<file path="config.mk">
export PLATFORM = sky130hd
export DESIGN_NAME = aes_encipher_core
export DESIGN_NICKNAME = d
export VERILOG_FILES = /design/src/aes_pkg.sv /design/src/aes_sbox_word.sv /design/src/aes_mixcolumns.sv /design/src/aes_round_ctrl.sv /design/src/aes_round_datapath.sv /design/src/aes_encipher_core.sv
export SDC_FILE = /design/constraint.sdc
export NUM_CORES = 2
export LEC_CHECK = 0
export BUFFER_PORTS_ARGS = -buffer_cell sky130_fd_sc_hd__buf_2
export CELL_PAD_IN_SITES_DETAIL_PLACEMENT = 1
export CELL_PAD_IN_SITES_GLOBAL_PLACEMENT = 2
export CORE_AREA = 2 2 391 393
export CTS_BUF_LIST = sky130_fd_sc_hd__clkbuf_16
export DETAILED_ROUTE_END_ITERATION = 6
export DIE_AREA = 0 0 393 395
export PLACE_DENSITY = 0.93
export SYNTH_ARGS = -nofsm -noshare
export SYNTH_HDL_FRONTEND = slang
export SYNTH_SLANG_ARGS = --single-unit
</file>
<file path="constraint.sdc">
create_clock -name iClk -period 23.2 [get_ports iClk]
set_clock_uncertainty 0.1 [all_clocks]
set_input_delay 2.32 -clock iClk [delete_from_list [all_inputs] [get_ports iClk]]
set_output_delay 2.32 -clock iClk [all_outputs]
set_load 0.01 [all_outputs]
</file>
<file path="src/aes_pkg.sv">
package aes_pkg;

  // ----------------------------------------
  // Widths
  // ----------------------------------------
  localparam int BLOCK_W = 128;
  localparam int WORD_W  = 32;
  localparam int BYTE_W  = 8;

  // Full AES state or one round key, word 0 in the top bits
  typedef logic [BLOCK_W-1:0] block_t;
  // One state column
  typedef logic [WORD_W-1:0]  word_t;
  // One state byte
  typedef logic [BYTE_W-1:0]  byte_t;
  // Round index, also the key store address
  typedef logic [3:0]         round_t;
  // Selects one of the four state words
  typedef logic [1:0]         word_idx_t;

  // ----------------------------------------
  // Round counts and field constants
  // ----------------------------------------
  localparam round_t AES128_ROUNDS = 4'd10;
  localparam round_t AES256_ROUNDS = 4'd14;

  // Low byte of x^8 + x^4 + x^3 + x + 1
  localparam byte_t GF_POLY       = 8'h1b;
  // Constant of the S-box affine map
  localparam byte_t SBOX_AFFINE_C = 8'h63;

  // Kind of write into the state words
  typedef enum logic [2:0] {
    UPD_NONE  = 3'd0,
    UPD_INIT  = 3'd1,
    UPD_SBOX  = 3'd2,
    UPD_MAIN  = 3'd3,
    UPD_FINAL = 3'd4
  } update_e;

  // Encipher FSM states
  typedef enum logic [1:0] {
    ST_IDLE = 2'd0,
    ST_INIT = 2'd1,
    ST_SBOX = 2'd2,
    ST_MAIN = 2'd3
  } enc_state_e;

  // Multiply by x in GF(2^8)
  function automatic byte_t xtime(input byte_t b);
    return {b[6:0], 1'b0} ^ (b[7] ? GF_POLY : 8'h00);
  endfunction

endpackage

</file>
<file path="src/aes_sbox_word.sv">
`timescale 1ns/100ps

module aes_sbox_word (
  input  aes_pkg::word_t word_in,
  output aes_pkg::word_t word_out
);
  import aes_pkg::*;

  // ----------------------------------------
  // GF(2^8) arithmetic
  // ----------------------------------------
  // Shift and add product, reduced by xtime
  function automatic byte_t gf_mul(input byte_t a, input byte_t b);
    byte_t acc;
    byte_t aa;
    acc = '0;
    aa  = a;
    for (int i = 0; i < 8; i++) begin
      if (b[i]) begin
        acc = acc ^ aa;
      end
      aa = xtime(aa);
    end
    return acc;
  endfunction

  // Inverse as a^254, zero stays zero
  function automatic byte_t gf_inv(input byte_t a);
    byte_t x2;
    byte_t x3;
    byte_t x6;
    byte_t x12;
    byte_t x15;
    byte_t x30;
    byte_t x60;
    byte_t x120;
    byte_t x240;
    x2   = gf_mul(a, a);
    x3   = gf_mul(x2, a);
    x6   = gf_mul(x3, x3);
    x12  = gf_mul(x6, x6);
    x15  = gf_mul(x12, x3);
    x30  = gf_mul(x15, x15);
    x60  = gf_mul(x30, x30);
    x120 = gf_mul(x60, x60);
    x240 = gf_mul(x120, x120);
    // 240 + 12 + 2
    return gf_mul(gf_mul(x240, x12), x2);
  endfunction

  // Affine map, b ^ rotl1 ^ rotl2 ^ rotl3 ^ rotl4 ^ 63
  function automatic byte_t affine(input byte_t b);
    return b ^ {b[6:0], b[7]} ^ {b[5:0], b[7:6]} ^ {b[4:0], b[7:5]}
             ^ {b[3:0], b[7:4]} ^ SBOX_AFFINE_C;
  endfunction

  // ----------------------------------------
  // Four byte lanes
  // ----------------------------------------
  for (genvar b = 0; b < 4; b++) begin : g_lane
    assign word_out[8*b +: 8] = affine(gf_inv(word_in[8*b +: 8]));
  end

endmodule

</file>
<file path="src/aes_mixcolumns.sv">
`timescale 1ns/100ps

module aes_mixcolumns (
  input  aes_pkg::block_t state_in,
  output aes_pkg::block_t state_out
);
  import aes_pkg::*;

  // One column times the fixed matrix
  // rows are 2 3 1 1 rotated right per row
  function automatic word_t mix_column(input word_t col);
    byte_t a0;
    byte_t a1;
    byte_t a2;
    byte_t a3;
    byte_t b0;
    byte_t b1;
    byte_t b2;
    byte_t b3;
    a0 = col[31:24];
    a1 = col[23:16];
    a2 = col[15:8];
    a3 = col[7:0];
    // Times 3 is xtime plus the byte itself
    b0 = xtime(a0) ^ xtime(a1) ^ a1 ^ a2 ^ a3;
    b1 = a0 ^ xtime(a1) ^ xtime(a2) ^ a2 ^ a3;
    b2 = a0 ^ a1 ^ xtime(a2) ^ xtime(a3) ^ a3;
    b3 = xtime(a0) ^ a0 ^ a1 ^ a2 ^ xtime(a3);
    return {b0, b1, b2, b3};
  endfunction

  // ----------------------------------------
  // Columns are independent
  // ----------------------------------------
  for (genvar c = 0; c < 4; c++) begin : g_col
    assign state_out[127 - 32*c -: 32] = mix_column(state_in[127 - 32*c -: 32]);
  end

endmodule

</file>
<file path="src/aes_round_ctrl.sv">
`timescale 1ns/100ps

module aes_round_ctrl (
  input  logic               iClk,
  input  logic               arst_n,
  input  logic               next,
  input  logic               keylen,
  output aes_pkg::update_e   update,
  output aes_pkg::word_idx_t sword_idx,
  output aes_pkg::round_t    round,
  output logic               ready
);
  import aes_pkg::*;

  // ----------------------------------------
  // Control state
  // ----------------------------------------
  enc_state_e state_q;
  enc_state_e state_d;
  round_t     round_q;
  round_t     round_d;
  word_idx_t  sword_q;
  word_idx_t  sword_d;

  // Number of rounds for the selected key length
  round_t     num_rounds;
  // High while main rounds remain before the final one
  logic       more_rounds;

  assign num_rounds  = keylen ? AES256_ROUNDS : AES128_ROUNDS;
  assign more_rounds = (round_q < num_rounds);

  // ----------------------------------------
  // Next state and update kind
  // ----------------------------------------
  always_comb begin
    state_d = state_q;
    round_d = round_q;
    // Word counter restarts outside the S-box phase
    sword_d = '0;
    update  = UPD_NONE;
    case (state_q)
      ST_IDLE: begin
        // Start only accepted here, so next is ignored while busy
        if (next) begin
          round_d = '0;
          state_d = ST_INIT;
        end
      end
      ST_INIT: begin
        // Initial AddRoundKey with round key 0
        update  = UPD_INIT;
        round_d = round_q + 4'd1;
        state_d = ST_SBOX;
      end
      ST_SBOX: begin
        // One word through the S-boxes per cycle
        update  = UPD_SBOX;
        sword_d = sword_q + 2'd1;
        if (sword_q == 2'd3) begin
          state_d = ST_MAIN;
        end
      end
      ST_MAIN: begin
        if (more_rounds) begin
          update  = UPD_MAIN;
          round_d = round_q + 4'd1;
          state_d = ST_SBOX;
        end else begin
          // Last round skips MixColumns, round index holds at Nr
          update  = UPD_FINAL;
          state_d = ST_IDLE;
        end
      end
      default: begin
        state_d = ST_IDLE;
      end
    endcase
  end

  // ----------------------------------------
  // Registers
  // ----------------------------------------
  always_ff @(posedge iClk or negedge arst_n) begin
    if (!arst_n) begin
      state_q <= ST_IDLE;
      round_q <= '0;
      sword_q <= '0;
    end else begin
      state_q <= state_d;
      round_q <= round_d;
      sword_q <= sword_d;
    end
  end

  // Outputs straight from the state
  assign ready     = (state_q == ST_IDLE);
  assign round     = round_q;
  assign sword_idx = sword_q;

endmodule

</file>
<file path="src/aes_round_datapath.sv">
`timescale 1ns/100ps

module aes_round_datapath (
  input  logic               iClk,
  input  aes_pkg::update_e   update,
  input  aes_pkg::word_idx_t sword_idx,
  input  aes_pkg::block_t    block,
  input  aes_pkg::block_t    round_key,
  output aes_pkg::block_t    new_block
);
  import aes_pkg::*;

  // ----------------------------------------
  // State words and derived views
  // ----------------------------------------
  // Word 0 is the first column, bits 127:96 of the block
  word_t  state_q [4];
  block_t state_blk;
  block_t shift_blk;
  block_t mix_blk;
  word_t  sbox_in;
  word_t  sbox_out;
  block_t block_nxt;
  logic [3:0] word_we;

  assign state_blk = {state_q[0], state_q[1], state_q[2], state_q[3]};

  // ShiftRows
  // row r of column c comes from column c+r
  always_comb begin
    shift_blk = '0;
    for (int c = 0; c < 4; c++) begin
      for (int r = 0; r < 4; r++) begin
        shift_blk[127 - 32*c - 8*r -: 8] = state_q[(c + r) % 4][31 - 8*r -: 8];
      end
    end
  end

  aes_mixcolumns u_mixcolumns (
    .state_in  (shift_blk),
    .state_out (mix_blk)
  );

  // Word picked for substitution this cycle
  assign sbox_in = state_q[sword_idx];

  aes_sbox_word u_sbox_word (
    .word_in  (sbox_in),
    .word_out (sbox_out)
  );

  // ----------------------------------------
  // Update selection
  // ----------------------------------------
  always_comb begin
    block_nxt = shift_blk ^ round_key;
    word_we   = '0;
    case (update)
      UPD_INIT: begin
        block_nxt = block ^ round_key;
        word_we   = 4'hf;
      end
      UPD_SBOX: begin
        // Same word on every lane, only one lane written
        block_nxt          = {4{sbox_out}};
        word_we[sword_idx] = 1'b1;
      end
      UPD_MAIN: begin
        block_nxt = mix_blk ^ round_key;
        word_we   = 4'hf;
      end
      UPD_FINAL: begin
        block_nxt = shift_blk ^ round_key;
        word_we   = 4'hf;
      end
      default: begin
        word_we = '0;
      end
    endcase
  end

  // State word registers, payload only
  always_ff @(posedge iClk) begin
    for (int i = 0; i < 4; i++) begin
      if (word_we[i]) begin
        state_q[i] <= block_nxt[127 - 32*i -: 32];
      end
    end
  end

  // Holds the ciphertext once the FSM is back in idle
  assign new_block = state_blk;

endmodule

</file>
<file path="src/aes_encipher_core.sv">
`timescale 1ns/100ps

module aes_encipher_core (
  input  logic            iClk,
  input  logic            arst_n,
  input  logic            next,
  input  logic            keylen,
  input  aes_pkg::block_t block,
  input  aes_pkg::block_t round_key,
  output aes_pkg::round_t round,
  output aes_pkg::block_t new_block,
  output logic            ready
);
  import aes_pkg::*;

  // ----------------------------------------
  // Control to datapath
  // ----------------------------------------
  update_e   update;
  word_idx_t sword_idx;

  // FSM, round and word counters
  aes_round_ctrl u_ctrl (
    .iClk      (iClk),
    .arst_n    (arst_n),
    .next      (next),
    .keylen    (keylen),
    .update    (update),
    .sword_idx (sword_idx),
    .round     (round),
    .ready     (ready)
  );

  // State words, S-boxes, ShiftRows and MixColumns
  aes_round_datapath u_datapath (
    .iClk      (iClk),
    .update    (update),
    .sword_idx (sword_idx),
    .block     (block),
    .round_key (round_key),
    .new_block (new_block)
  );

endmodule

</file>
==> metrics <==
Post-synth EDFFs approximately 130; Seq cells post-synth roughly 140; Post CTS Setup Buffer Count 0; setup total negative slack 0 ps; CP arrival 22210 ps; synthesized area per cell slightly above 8 um^2; I/O pin cnt about 390; max incr delay on CP 870 ps; Fillers between 15000 and 20000; drt wl/cell between 20 and 30 um; critical path fanouts, max 31; clk sinks 136; first-pass GRT wire length roughly 380000 um; vias in the first global route roughly 57000; worst endpoint required time between 20000 and 25000 ps; die area approximately 160000 um^2; Clk Latency, worst-skew pair between 400 and 500 ps; footprint of the multi-input gates ~53000 um^2; critical path class register to register; Initial DRC Count between 5000 and 6000; Mapped Area around 60000 um^2; Flop pwr share between 40% and 50%; Via Count between 50000 and 60000; # DRC 0; Worst-Margin Slew between 1000 and 1500 ps; status finished clean; Comb power frac 10.4%; worst vdd ir around 57 uV; Post-CTS Hold Buffers 0; share of cells above drive strength 1 16.0%; final design utilization 43.3%; hold crit path type register to register; Critical Path Start Type register; Pint between 0.4 and 0.5 mW; Final Hold Fails 0; Main synth FF type edfxtp_1; Synth top cells by count xnor2_1, nor2_1, nand2_1, xor2_1, xnor3_1; CTS tree yes; Synth area leader xnor2_1; post-synth top area share around a fifth; vias per cell between 6 and 7; flip-flop and latch area a little over 4000 um^2; initial antenna violation count 39; DR pass1 iterations 6; headroom to the max-slew limit a little over a fifth; Max Cap Viol 0; Placeable Area 151000 um^2; Area growth syn-to-layout 8.84%; Cells after Synth 7251; Final nets around 7800; H-tree levels 4; Post-synth ARST share about 6%; Clock Tree Root clkbuf_16; most used cell, CP xnor3_1; gr usage total 32.1%; initial core utilization 39.8%; switching power between 0.15 and 0.2 mW; Yosys cell types around 140; clk buf depth 2; Sw Ratio between 20% and 30%; CTS Buf Count 17; slowest CP cell mux4_2; endpoint class of the critical path register; largest net degree at the start of global routing slightly below 80; syn nets 7545; synth warn 0; crit path time final between 20000 and 25000 ps; chip height about 400 um; total gr overflow 0; FP Rows about 140; clock share of power a little under half; max-slew violations 0; Area contributors post-synth xnor2_1, xnor3_1, xor2_1; Die X roughly 400 um; # port buffers between 300 and 400; DPL Wire Length around 200000 um; RSZ-0062 raised after global routing false; Final period util between 90% and 100%; leak pwr between 20 and 30 nW; Routed WL around 260000 um; Max Fclk 0.0452 GHz; Power Density between 9 and 10 nW/um^2; clock slew at reported path FFs around 70 ps; sequential fraction of the synthesis area roughly 6.7%; endpoints failing setup 0; most numerous cell in the Yosys netlist xnor2_1; ANT nets after route 0; GPL Wtd Cong roughly 0.99
-- power groups by stage --
stage                     sequential (mW)  combinational [mW]  clock [mW]
final                               0.264              0.0644       0.291
after global routing                0.264              0.0638       0.298
after CTS                           0.264              0.0598       0.288
after detailed placement            0.270              0.0595           0
after global placement              0.270              0.0600           0
after floorplan                     0.270             0.00913           0
-- per-stage QoR --
stage / total power, mW / cells / instance area [um^2] / setup slack [ps] / hold slack, ps
final: 0.619 / 9523 / 65500 / 1060 / 501
after global routing: 0.626 / 9514 / 65500 / 9.46 / 544
after CTS: 0.612 / 9509 / 65300 / 750 / 494
after detailed placement: 0.329 / 9477 / 64700 / 861 / 482
after global placement: 0.330 / 9477 / 64700 / 1570 / 466
after floorplan: 0.279 / 7251 / 60200 / 3040 / 473
-- logic make-up (layout without fill, tap and decap cells) --
kind of cell | count (synthesis) | after routing | share of synthesized area [%]
flops | 136 | 136 | 6.72
fa+ha+maj | 34 | 34 | 0.707
compound gates | 1345 | 1345 | 15.6
mux | 301 | 301 | 5.85
simple gates | 2268 | 2268 | 17.0
buf+inv | 630 | 858 | 4.92
xor+xnor | 2537 | 2537 | 49.2
other cells | 0 | 14 | 0
-- sequential cells by signal, indices dropped and copies added (netlist names) --
signal,cells
u_datapath.state_q,128
u_ctrl.round,4
u_ctrl.state_q,2
u_ctrl.sword_idx,2
-- per-layer routing --
layer	up-vias	wire length, um	global-route usage, %
met1	29000	107000	43.4
met5	-	126	0
met4	20	14100	14.9
li1	25600	-	-
met3	533	27300	7.65
met2	2769	110000	48.1
-- what timing repair did --
item	CTS	global route
endpoints found under the hold margin	0	0
resized for setup	0	20
setup endpoints to repair	0	74
-- worst max-delay path, delay by kind of cell (launching register included) --
kind	cells	cell delay [ps]
adders and majority gates	3	1750
muxes	1	870
AOI/OAI and AO/OA	8	1540
DFF	1	750
buffers and inverters	5	1000
xor gates and xnor gates	28	11600
and+or+nand+nor	15	4130
-- path summary, 6_finish.rpt --
path / cells after the start / start / slack, ps / end
setup reg to reg: 60 / u_ctrl.sword_idx[0]$_DFF_PN0_ / 1060 / u_datapath.state_q[2][29]$_DFFE_PP_
max in group asynchronous: 1 / arst_n / 21130 / u_ctrl.sword_idx[1]$_DFF_PN0_
setup / recovery: 60 / u_ctrl.sword_idx[0]$_DFF_PN0_ / 1060 / u_datapath.state_q[2][29]$_DFFE_PP_
min in group asynchronous: 1 / arst_n / 1630 / u_ctrl.round[3]$_DFFE_PN0P_
hold / removal: 2 / u_ctrl.round[3]$_DFFE_PN0P_ / 500 / u_ctrl.round[3]$_DFFE_PN0P_
hold reg to reg: 2 / u_ctrl.round[3]$_DFFE_PN0P_ / 500 / u_ctrl.round[3]$_DFFE_PN0P_
-- area by class of cell --
type	instances	area share [%]
multi-input combinational	6485	81.6
timing repair buffer	712	6.72
sequential	136	6.18
tap	2030	3.88
inverter	114	0.676
clock buffer	17	0.649
clock inverter	15	0.254
antenna	14	0.0535
-- layout by cell type (no fill, tap or decap), types with 36 or more instances in the layout --
cell type	Yosys	layout
nand2b_1	83	81
a22oi_1	56	56
edfxtp_1	128	128
mux2_2	43	43
xor3_1	38	37
nor2b_1	60	58
mux2i_1	211	211
xnor2_1	1433	1417
and3_1	55	55
inv_1	76	77
nand2_1	695	694
a211oi_1	39	39
a221oi_1	135	135
a21oi_1	268	268
nor3_1	146	146
xnor3_1	330	329
xor2_2	30	36
o211ai_1	58	58
nor2_1	818	817
xor2_1	527	520
buf_4	44	317
nand3_1	137	137
and2_1	50	50
xnor2_2	103	116
buf_2	133	392
or3_1	39	39
o21ai_0	188	187
o21ai_1	169	169
Power figures use the tool's default switching activity.
